## src/hdl/fetch_settings.svh

```systemverilog
`ifndef FETCH_SETTINGS_SVH
`define FETCH_SETTINGS_SVH

// Address of the first instruction fetched after reset
`define FETCH_RESET_PC 32'h3000_0000

// Number of direct-mapped lines, power of two
`define ICACHE_LINES 16

// 32-bit words per line, power of two
// Also sets the AXI burst length of a refill
`define ICACHE_LINE_WORDS 4

`endif

```

## src/hdl/fetch_pkg.sv

```systemverilog
`default_nettype none

`include "fetch_settings.svh"

package fetch_pkg;

    localparam int INDEX_W  = $clog2(`ICACHE_LINES);
    localparam int OFFSET_W = $clog2(`ICACHE_LINE_WORDS);
    // Two byte-offset bits below the word offset
    localparam int TAG_W    = 32 - INDEX_W - OFFSET_W - 2;

    typedef logic [31:0]         addr_t;
    typedef logic [31:0]         inst_t;
    typedef logic [INDEX_W-1:0]  line_index_t;
    typedef logic [OFFSET_W-1:0] word_offset_t;
    typedef logic [TAG_W-1:0]    tag_t;

    // Item handed to decode
    typedef struct packed {
        addr_t pc;
        inst_t inst;
        logic  error;
    } fetch_out_t;

    // Line-aligned address to fill
    typedef struct packed {
        addr_t base;
    } refill_req_t;

    // One refill word into the array
    typedef struct packed {
        line_index_t  index;
        word_offset_t offset;
        tag_t         tag;
        inst_t        data;
        logic         last;
    } refill_beat_t;

    typedef enum logic [1:0] {
        IDLE,
        LOOKUP,
        REFILL,
        HOLD
    } fetch_state_e;

    // ------------------------------------------------------------------------
    // Address field helpers
    // ------------------------------------------------------------------------
    function automatic line_index_t addr_index(addr_t addr);
        return addr[2 + OFFSET_W +: INDEX_W];
    endfunction

    function automatic word_offset_t addr_offset(addr_t addr);
        return addr[2 +: OFFSET_W];
    endfunction

    function automatic tag_t addr_tag(addr_t addr);
        return addr[31 -: TAG_W];
    endfunction

    function automatic addr_t line_base(addr_t addr);
        return {addr[31:2 + OFFSET_W], {(2 + OFFSET_W){1'b0}}};
    endfunction

endpackage

`default_nettype wire

```

## src/hdl/fetch_control.sv

```systemverilog
`timescale 1ns/1ps
`default_nettype none

`include "fetch_settings.svh"

module fetch_control (
    input  wire                     clock,
    input  wire                     reset,
    input  wire                     redirect,
    input  wire fetch_pkg::addr_t   redirect_pc,
    input  wire                     flush,
    input  wire                     out_ready,
    input  wire                     hit,
    input  wire fetch_pkg::inst_t   hit_inst,
    input  wire                     refill_done,
    input  wire                     refill_error,
    output logic                    out_valid,
    output fetch_pkg::fetch_out_t   out_item,
    output logic                    lookup,
    output fetch_pkg::addr_t        lookup_addr,
    output logic                    invalidate_all,
    output logic                    refill_start,
    output fetch_pkg::refill_req_t  refill_req
);

    fetch_pkg::fetch_state_e state;
    fetch_pkg::addr_t        pc;
    fetch_pkg::addr_t        next_pc;
    logic                    flush_pending;
    logic                    flush_now;
    logic                    transfer;
    logic                    result_cycle;
    logic                    deliver_hit;
    logic                    deliver_error;

    assign transfer  = out_valid && out_ready;
    assign next_pc   = redirect ? redirect_pc : pc + 32'd4;
    // Flush seen now or earlier is applied at the next fetch start
    assign flush_now = flush_pending || flush;

    // Array answers one cycle after the lookup strobe
    assign result_cycle  = (state == fetch_pkg::LOOKUP) && !lookup;
    assign deliver_hit   = result_cycle && hit;
    assign deliver_error = (state == fetch_pkg::REFILL) && refill_done && refill_error;

    assign lookup_addr     = pc;
    assign refill_start    = result_cycle && !hit;
    assign refill_req.base = fetch_pkg::line_base(pc);

    // ------------------------------------------------------------------------
    // Fetch FSM
    // ------------------------------------------------------------------------
    always_ff @(posedge clock or posedge reset) begin
        if (reset) begin
            state          <= fetch_pkg::IDLE;
            pc             <= `FETCH_RESET_PC;
            lookup         <= 1'b0;
            invalidate_all <= 1'b0;
            out_valid      <= 1'b0;
            flush_pending  <= 1'b0;
        end else begin
            lookup         <= 1'b0;
            invalidate_all <= 1'b0;
            flush_pending  <= flush_now;
            case (state)
                fetch_pkg::IDLE: begin
                    lookup         <= 1'b1;
                    invalidate_all <= flush_now;
                    flush_pending  <= 1'b0;
                    state          <= fetch_pkg::LOOKUP;
                end
                fetch_pkg::LOOKUP: begin
                    if (deliver_hit) begin
                        out_valid <= 1'b1;
                        state     <= fetch_pkg::HOLD;
                    end else if (result_cycle) begin
                        state <= fetch_pkg::REFILL;
                    end
                end
                fetch_pkg::REFILL: begin
                    // Line is complete, so look it up again
                    if (deliver_error) begin
                        out_valid <= 1'b1;
                        state     <= fetch_pkg::HOLD;
                    end else if (refill_done) begin
                        lookup <= 1'b1;
                        state  <= fetch_pkg::LOOKUP;
                    end
                end
                fetch_pkg::HOLD: begin
                    // Accepted item starts the next fetch straight away
                    if (transfer) begin
                        out_valid      <= 1'b0;
                        pc             <= next_pc;
                        lookup         <= 1'b1;
                        invalidate_all <= flush_now;
                        flush_pending  <= 1'b0;
                        state          <= fetch_pkg::LOOKUP;
                    end
                end
                default: begin
                    state <= fetch_pkg::IDLE;
                end
            endcase
        end
    end

    // Output register for decode
    always_ff @(posedge clock) begin
        if (deliver_hit) begin
            out_item.pc    <= pc;
            out_item.inst  <= hit_inst;
            out_item.error <= 1'b0;
        end else if (deliver_error) begin
            out_item.pc    <= pc;
            out_item.inst  <= '0;
            out_item.error <= 1'b1;
        end
    end

    // ------------------------------------------------------------------------
    // Checks
    // ------------------------------------------------------------------------
    a_item_held: assert property (
        @(posedge clock) disable iff (reset)
        out_valid && !out_ready |=> out_valid && $stable(out_item)
    );

    // Refill only answers the lookup of the same address one cycle earlier
    a_refill_from_lookup: assert property (
        @(posedge clock) disable iff (reset)
        refill_start |-> $past(lookup) && $stable(lookup_addr)
    );

endmodule

`default_nettype wire

```

## src/hdl/icache_array.sv

```systemverilog
`timescale 1ns/1ps
`default_nettype none

`include "fetch_settings.svh"

module icache_array (
    input  wire                      clock,
    input  wire                      reset,
    input  wire                      lookup,
    input  wire fetch_pkg::addr_t    lookup_addr,
    input  wire                      invalidate_all,
    input  wire                      beat_write,
    input  wire fetch_pkg::refill_beat_t beat,
    input  wire                      beat_error,
    output logic                     hit,
    output fetch_pkg::inst_t         hit_inst
);

    // ------------------------------------------------------------------------
    // Storage
    // ------------------------------------------------------------------------
    fetch_pkg::tag_t  line_tag   [`ICACHE_LINES];
    fetch_pkg::inst_t line_words [`ICACHE_LINES][`ICACHE_LINE_WORDS];
    logic [`ICACHE_LINES-1:0] line_valid;

    fetch_pkg::line_index_t  look_index;
    fetch_pkg::word_offset_t look_offset;
    fetch_pkg::tag_t         look_tag;
    logic                    tag_match;

    assign look_index  = fetch_pkg::addr_index(lookup_addr);
    assign look_offset = fetch_pkg::addr_offset(lookup_addr);
    assign look_tag    = fetch_pkg::addr_tag(lookup_addr);
    assign tag_match   = line_valid[look_index] && (line_tag[look_index] == look_tag);

    // Valid bits
    // Any refill beat drops the old line, the last clean beat makes it valid
    always_ff @(posedge clock or posedge reset) begin
        if (reset) begin
            line_valid <= '0;
        end else if (invalidate_all) begin
            line_valid <= '0;
        end else if (beat_write) begin
            line_valid[beat.index] <= beat.last && !beat_error;
        end
    end

    // ------------------------------------------------------------------------
    // Registered lookup
    // ------------------------------------------------------------------------
    // Invalidate in the same cycle wins over the old valid bit
    always_ff @(posedge clock or posedge reset) begin
        if (reset) begin
            hit <= 1'b0;
        end else begin
            hit <= lookup && tag_match && !invalidate_all;
        end
    end

    always_ff @(posedge clock) begin
        if (lookup) begin
            hit_inst <= line_words[look_index][look_offset];
        end
    end

    // Refill writes, one word per beat
    always_ff @(posedge clock) begin
        if (beat_write) begin
            line_tag[beat.index]               <= beat.tag;
            line_words[beat.index][beat.offset] <= beat.data;
        end
    end

    // Control must not look up while a line is being filled
    a_no_lookup_during_fill: assert property (
        @(posedge clock) disable iff (reset)
        !(lookup && beat_write)
    );

endmodule

`default_nettype wire

```

## src/hdl/axi_refill_master.sv

```systemverilog
`timescale 1ns/1ps
`default_nettype none

`include "fetch_settings.svh"

module axi_refill_master (
    input  wire                          clock,
    input  wire                          reset,
    input  wire                          refill_start,
    input  wire fetch_pkg::refill_req_t  refill_req,
    input  wire                          arready,
    input  wire                          rvalid,
    input  wire [31:0]                   rdata,
    input  wire [1:0]                    rresp,
    input  wire                          rlast,
    input  wire [3:0]                    rid,
    output logic                         arvalid,
    output fetch_pkg::addr_t             araddr,
    output logic [3:0]                   arid,
    output logic [7:0]                   arlen,
    output logic [2:0]                   arsize,
    output logic [1:0]                   arburst,
    output logic                         rready,
    output logic                         beat_write,
    output fetch_pkg::refill_beat_t      beat,
    output logic                         beat_error,
    output logic                         refill_done,
    output logic                         refill_error
);

    logic                    busy;
    logic                    err_sticky;
    logic                    beat_bad;
    fetch_pkg::word_offset_t beat_offset;

    // ------------------------------------------------------------------------
    // AR channel, fixed burst shape
    // ------------------------------------------------------------------------
    assign arid    = 4'd0;
    assign arlen   = 8'(`ICACHE_LINE_WORDS - 1);
    // 4 bytes per beat, INCR
    assign arsize  = 3'b010;
    assign arburst = 2'b01;

    // R channel always accepted during a burst
    assign rready     = busy;
    assign beat_write = rvalid && rready;
    // Unexpected ID is treated like a bus error
    assign beat_bad   = (rresp != 2'b00) || (rid != arid);

    always_comb begin
        beat.index  = fetch_pkg::addr_index(araddr);
        beat.offset = beat_offset;
        beat.tag    = fetch_pkg::addr_tag(araddr);
        beat.data   = rdata;
        beat.last   = (beat_offset == '1);
    end

    // Error status includes the beat on the bus
    assign beat_error   = err_sticky || beat_bad;
    assign refill_done  = beat_write && beat.last;
    assign refill_error = beat_error;

    // ------------------------------------------------------------------------
    // Burst tracking
    // ------------------------------------------------------------------------
    always_ff @(posedge clock or posedge reset) begin
        if (reset) begin
            arvalid     <= 1'b0;
            busy        <= 1'b0;
            err_sticky  <= 1'b0;
            beat_offset <= '0;
        end else if (refill_start) begin
            arvalid     <= 1'b1;
            busy        <= 1'b1;
            err_sticky  <= 1'b0;
            beat_offset <= '0;
        end else begin
            if (arvalid && arready) begin
                arvalid <= 1'b0;
            end
            if (beat_write) begin
                beat_offset <= beat_offset + 1'b1;
                err_sticky  <= beat_error;
                if (beat.last) begin
                    busy <= 1'b0;
                end
            end
        end
    end

    // Line base held for the whole burst
    always_ff @(posedge clock) begin
        if (refill_start) begin
            araddr <= refill_req.base;
        end
    end

    // ------------------------------------------------------------------------
    // Checks
    // ------------------------------------------------------------------------
    a_ar_held: assert property (
        @(posedge clock) disable iff (reset)
        arvalid && !arready |=> arvalid && $stable(araddr)
    );

    a_rlast_on_line_end: assert property (
        @(posedge clock) disable iff (reset)
        beat_write |-> (rlast == beat.last)
    );

endmodule

`default_nettype wire

```

## src/hdl/fetch_top.sv

```systemverilog
`timescale 1ns/1ps
`default_nettype none

module fetch_top (
    input  wire                         clock,
    input  wire                         reset,
    // Branch and cache control
    input  wire                         redirect,
    input  wire fetch_pkg::addr_t       redirect_pc,
    input  wire                         flush,
    // Decode side
    output logic                        out_valid,
    output fetch_pkg::fetch_out_t       out_item,
    input  wire                         out_ready,
    // AXI4 read address
    output logic                        arvalid,
    input  wire                         arready,
    output fetch_pkg::addr_t            araddr,
    output logic [3:0]                  arid,
    output logic [7:0]                  arlen,
    output logic [2:0]                  arsize,
    output logic [1:0]                  arburst,
    // AXI4 read data
    input  wire                         rvalid,
    output logic                        rready,
    input  wire [31:0]                  rdata,
    input  wire [1:0]                   rresp,
    input  wire                         rlast,
    input  wire [3:0]                   rid
);

    // ------------------------------------------------------------------------
    // Internal links
    // ------------------------------------------------------------------------
    logic                    lookup;
    fetch_pkg::addr_t        lookup_addr;
    logic                    hit;
    fetch_pkg::inst_t        hit_inst;
    logic                    invalidate_all;
    logic                    refill_start;
    fetch_pkg::refill_req_t  refill_req;
    logic                    refill_done;
    logic                    refill_error;
    logic                    beat_write;
    fetch_pkg::refill_beat_t beat;
    logic                    beat_error;

    fetch_control i_control (
        .clock          (clock),
        .reset          (reset),
        .redirect       (redirect),
        .redirect_pc    (redirect_pc),
        .flush          (flush),
        .out_ready      (out_ready),
        .hit            (hit),
        .hit_inst       (hit_inst),
        .refill_done    (refill_done),
        .refill_error   (refill_error),
        .out_valid      (out_valid),
        .out_item       (out_item),
        .lookup         (lookup),
        .lookup_addr    (lookup_addr),
        .invalidate_all (invalidate_all),
        .refill_start   (refill_start),
        .refill_req     (refill_req)
    );

    icache_array i_array (
        .clock          (clock),
        .reset          (reset),
        .lookup         (lookup),
        .lookup_addr    (lookup_addr),
        .invalidate_all (invalidate_all),
        .beat_write     (beat_write),
        .beat           (beat),
        .beat_error     (beat_error),
        .hit            (hit),
        .hit_inst       (hit_inst)
    );

    axi_refill_master i_refill (
        .clock          (clock),
        .reset          (reset),
        .refill_start   (refill_start),
        .refill_req     (refill_req),
        .arready        (arready),
        .rvalid         (rvalid),
        .rdata          (rdata),
        .rresp          (rresp),
        .rlast          (rlast),
        .rid            (rid),
        .arvalid        (arvalid),
        .araddr         (araddr),
        .arid           (arid),
        .arlen          (arlen),
        .arsize         (arsize),
        .arburst        (arburst),
        .rready         (rready),
        .beat_write     (beat_write),
        .beat           (beat),
        .beat_error     (beat_error),
        .refill_done    (refill_done),
        .refill_error   (refill_error)
    );

endmodule

`default_nettype wire

```

## config.mk

```make
export PLATFORM = sky130hd
export DESIGN_NAME = fetch_top
export DESIGN_NICKNAME = d
export VERILOG_FILES = /design/src/hdl/fetch_pkg.sv /design/src/hdl/fetch_control.sv /design/src/hdl/icache_array.sv /design/src/hdl/axi_refill_master.sv /design/src/hdl/fetch_top.sv
export VERILOG_INCLUDE_DIRS = /design/src /design/src/hdl
export SDC_FILE = /design/constraint.sdc
export NUM_CORES = 2
export LEC_CHECK = 0
export BUFFER_PORTS_ARGS = -buffer_cell sky130_fd_sc_hd__buf_4
export CAP_MARGIN = 15
export CORE_MARGIN = 5
export CORE_UTILIZATION = 40
export CTS_CLUSTER_DIAMETER = 200
export DETAILED_ROUTE_END_ITERATION = 10
export GPL_TIMING_DRIVEN = 0
export HOLD_SLACK_MARGIN = 0.15
export SKIP_LAST_GASP = 1
export SLEW_MARGIN = 0
export SYNTH_ARGS = -nofsm -noshare
export SYNTH_HDL_FRONTEND = slang
export SYNTH_HIERARCHICAL = 1
export SYNTH_SLANG_ARGS = --single-unit
export TNS_END_PERCENT = 5
```

## constraint.sdc

```tcl
create_clock -name clock -period 8.5 [get_ports clock]
set_input_delay 1.275 -clock clock [delete_from_list [all_inputs] [get_ports clock]]
set_output_delay 1.275 -clock clock [all_outputs]
set_load 0.01 [all_outputs]
```

==> impl_results.md <==
- Status: finished clean
- Total core area: around 0.25 mm²
- Multi-input logic area: approximately 0.022 mm²
- Flop pwr share: 41.3%
- CP Launch Type: flip-flop
- CTS tree: built
- Final setup viols: 0
- Slew @ Worst Pin: around 1.3 ns
- P per Cell Area: approximately 320 mW/mm²
- Logic pwr share: between 20% and 30%
- Internal cell power: 0.0264 W
- Post-synth ARST share: under 10%
- Critical path class: reg -> reg
- Post-CTS setup buffers: 0
- Die W: 514 µm
- DR iter-0 viols: about 5,700
- Worst-path fanout max: 10
- Reg2reg start: i_control/lookup_addr[5]
- Initial antenna violation count: 11
- Setup TNS Final: 0 ns
- Power share of the clock group: approximately 30%
- Hold Path Class: in -> async
- Routed vias/inst: 5.79
- Clk sink count: 2,621
- Final WL: approximately 280,000 µm
- IO buf count: 144
- Critical R2R Capture: i_array/hit_inst[30]
- CTS buffer count: 279
- Fin. Hold Viols: 0
- Largest net degree at the start of global routing: between 60 and 70
- R2R cell count: 8
- First-pass GRT wire length: between 300,000 and 400,000 µm
- Tcrit/Tclk final: approximately 56%
- Post-route DRC: 0
- GPL Wtd Cong: 0.847
- Vias in the first global route: approximately 49,000
- WL/cell: 32.8 µm
- Final net count: between 4,000 and 5,000
- Tot GR Track Use: a little over a fifth
- CP endpoint kind: flip-flop
- FF/Latch Area: between 0.07 and 0.08 mm²
- Area delta synth->final: 16.4%
- Vias post-DR: roughly 49,000
- Avg Cell Area, Syn: 23.4 µm²
- Total number of yosys warnings: 6
- Post-synth EDFFs: between 2,000 and 3,000
- Fin crit period: ~4.8 ns
- DPL Wire Length: about 180,000 µm
- Worst VDD drop: 208 µV
- Critical path arrival: 5.44 ns
- IO Pins: between 150 and 200
- Clock slew at reported path FFs: 0.06 ns
- Post-synthesis sequential area ratio: between 70% and 80%
- Worst Setup EP: i_array/hit_inst[30]
- Cells after DPL: 7,965
- F_max: about 210 MHz
- Synth Flop Type: edfxtp_1
- Net Sw Frac: about 31%
- Later-pin clock latency in the skew report: approximately 0.93 ns
- Num rows: ~190
- GRT overflow: 0
- Slew margin rel.: around 15%
- Cells after Synth: ~4,300
- R2R setup slack: 3.71 ns
- DIE AREA: 0.264 mm²
- CTS root buf: clkbuf_16
- Fin Clk Skew: 0.0878 ns
- Total Power: about 0.038 W
- Crit path required time: around 9.2 ns
- CTS resizes: 0
- Initial Utilization: approximately two fifths
- Leakage power: 36.6 nW
- Final ANT Viol Nets: 0
- Max clock buf depth: 4
- Drt pass-1 iters: 5
- Slew Limit Fails: 0
- Netlist cell types: 80
- Yosys reg bits: around 2,600
- Final Util: between 40% and 50%
- Sw power: 0.0116 W
- Post-CTS Hold Fix Bufs: 0
- Share of cells above drive strength 1: ~34%
- RSZ-0062 raised after global routing: false
- H-tree Lvls: 5
- Finished Layout Cells: 8,444
- Fillers: 20,688
- Critical path origin: i_control/lookup_addr[5]
- Die Y: between 500 and 600 µm
- Max cap viols: 0
- Post-synthesis cell area: 0.101 mm²
stage by stage:
| stage | cell area, µm² | hold WS [ns] | worst slack (ns) |
|---|---|---|---|
| after floorplan | 102000 | 0.461 | 4.36 |
| final | 118000 | 0.351 | 3.71 |
| after global placement | 107000 | 0.466 | 1.01 |
| after global routing | 118000 | 0.319 | 3.51 |
| after detailed placement | 110000 | 0.479 | 3.39 |
| after CTS | 118000 | 0.290 | 3.68 |
metal layers:
| layer | GRT usage (%) | share of wire [%] | vias to the layer above |
|---|---|---|---|
| met2 | 33.7 | 48 | 2342 |
| li1 | - | - | 19373 |
| met3 | 4.03 | 8.3 | 428 |
| met4 | 7.22 | 3.8 | 4 |
| met1 | 28.6 | 39 | 26702 |
| met5 | 0 | 0.0090 | - |
logic make-up after synthesis:
group | count (synthesis) | share of synthesized area [%]
mux | 836 | 17.8
fa+ha+maj | 7 | 0.0863
flops | 2621 | 77.3
other cells | 3 | 0.0111
compound gates | 142 | 0.901
buf+inv | 350 | 1.96
xor+xnor | 29 | 0.250
simple gates | 347 | 1.77
cells in the final DEF (no fill, tap or decap), types with 57 or more instances in the layout:
master,n
and2_1,65
nor2_4,80
dfrtp_1,57
mux4_2,770
buf_4,269
buf_12,66
clkbuf_1,118
clkbuf_16,284
edfxtp_1,2560
buf_2,80
cell type report:
class                      instances  area share [%]
sequential                      2621            66.4
timing repair buffer             253            2.88
buffer                           330            1.63
antenna                            8          0.0170
clock inverter                   124           0.814
inverter                          20          0.0636
tap                             3366            3.57
clock buffer                     340            6.20
multi-input combinational       1382            18.4
how the worst min path moves through the flow:
stage	start	slack, ns	endpoint	depth (start not counted)
2_1_floorplan	i_control/flush_pending	0.46	i_control/flush_pending	2
3_3_place_gp	i_refill/arvalid	0.47	i_refill/arvalid	1
3_5_place_dp	i_control/flush_pending	0.48	i_control/flush_pending	2
4_1_cts	reset	0.29	i_refill/err_sticky	2
5_1_grt	reset	0.32	i_refill/err_sticky	2
6_report	reset	0.35	i_refill/err_sticky	2
registers in the layout, summed over array words and instances (netlist names), 2 cells and up:
register	count
i_array/hit_inst	32
i_array/line_tag	384
i_array/line_valid	16
i_array/line_words	2048
i_control/lookup_addr	32
i_control/out_item	65
i_control/state	2
i_refill/araddr	32
i_refill/beat_offset	2
synthesized netlist by cell type, drive strengths merged (4+ instances only):
| library cell | number | area share (%) |
|---|---|---|
| nand2 | 48 | 0.18 |
| a32oi | 4 | 0.035 |
| and3 | 8 | 0.052 |
| dfrtp | 58 | 1.4 |
| xor2 | 16 | 0.14 |
| xnor2 | 13 | 0.11 |
| nor4 | 10 | 0.080 |
| a211oi | 7 | 0.057 |
| mux2i | 54 | 0.53 |
| and2 | 67 | 0.42 |
| edfxtp | 2560 | 76 |
| and4 | 5 | 0.044 |
| nor2b | 10 | 0.062 |
| buf | 264 | 1.6 |
| a21oi | 35 | 0.18 |
| a22o | 4 | 0.035 |
| nand3 | 21 | 0.11 |
| clkbuf | 66 | 0.24 |
| ha | 7 | 0.086 |
| mux4 | 770 | 17 |
| nor2 | 128 | 0.48 |
| nand4 | 7 | 0.073 |
| mux2 | 12 | 0.13 |
| a22oi | 5 | 0.037 |
| a31oi | 5 | 0.031 |
| nor3b | 4 | 0.030 |
| inv | 19 | 0.070 |
| o21ai | 49 | 0.24 |
| nor3 | 22 | 0.12 |
| or3 | 4 | 0.025 |
critical path, stage by stage (launching register included):
cell	delay, ns
dfrtp_1	0.53
buf_2	0.28
buf_6	0.22
buf_2	0.41
buf_2	0.55
buf_1	0.97
mux4_2	0.41
mux4_2	0.61
mux4_2	0.55
power by group through the flow:
| stage | clock [W] | combinational [W] | sequential [W] |
|---|---|---|---|
| 2_1_floorplan | 0 | 0.00669 | 0.0157 |
| 3_3_place_gp | 0 | 0.0107 | 0.0160 |
| 3_5_place_dp | 0 | 0.0111 | 0.0160 |
| 4_1_cts | 0.0115 | 0.0111 | 0.0157 |
| 5_1_grt | 0.0121 | 0.0115 | 0.0157 |
| 6_report | 0.0113 | 0.0110 | 0.0157 |
Power figures use the tool's default switching activity.
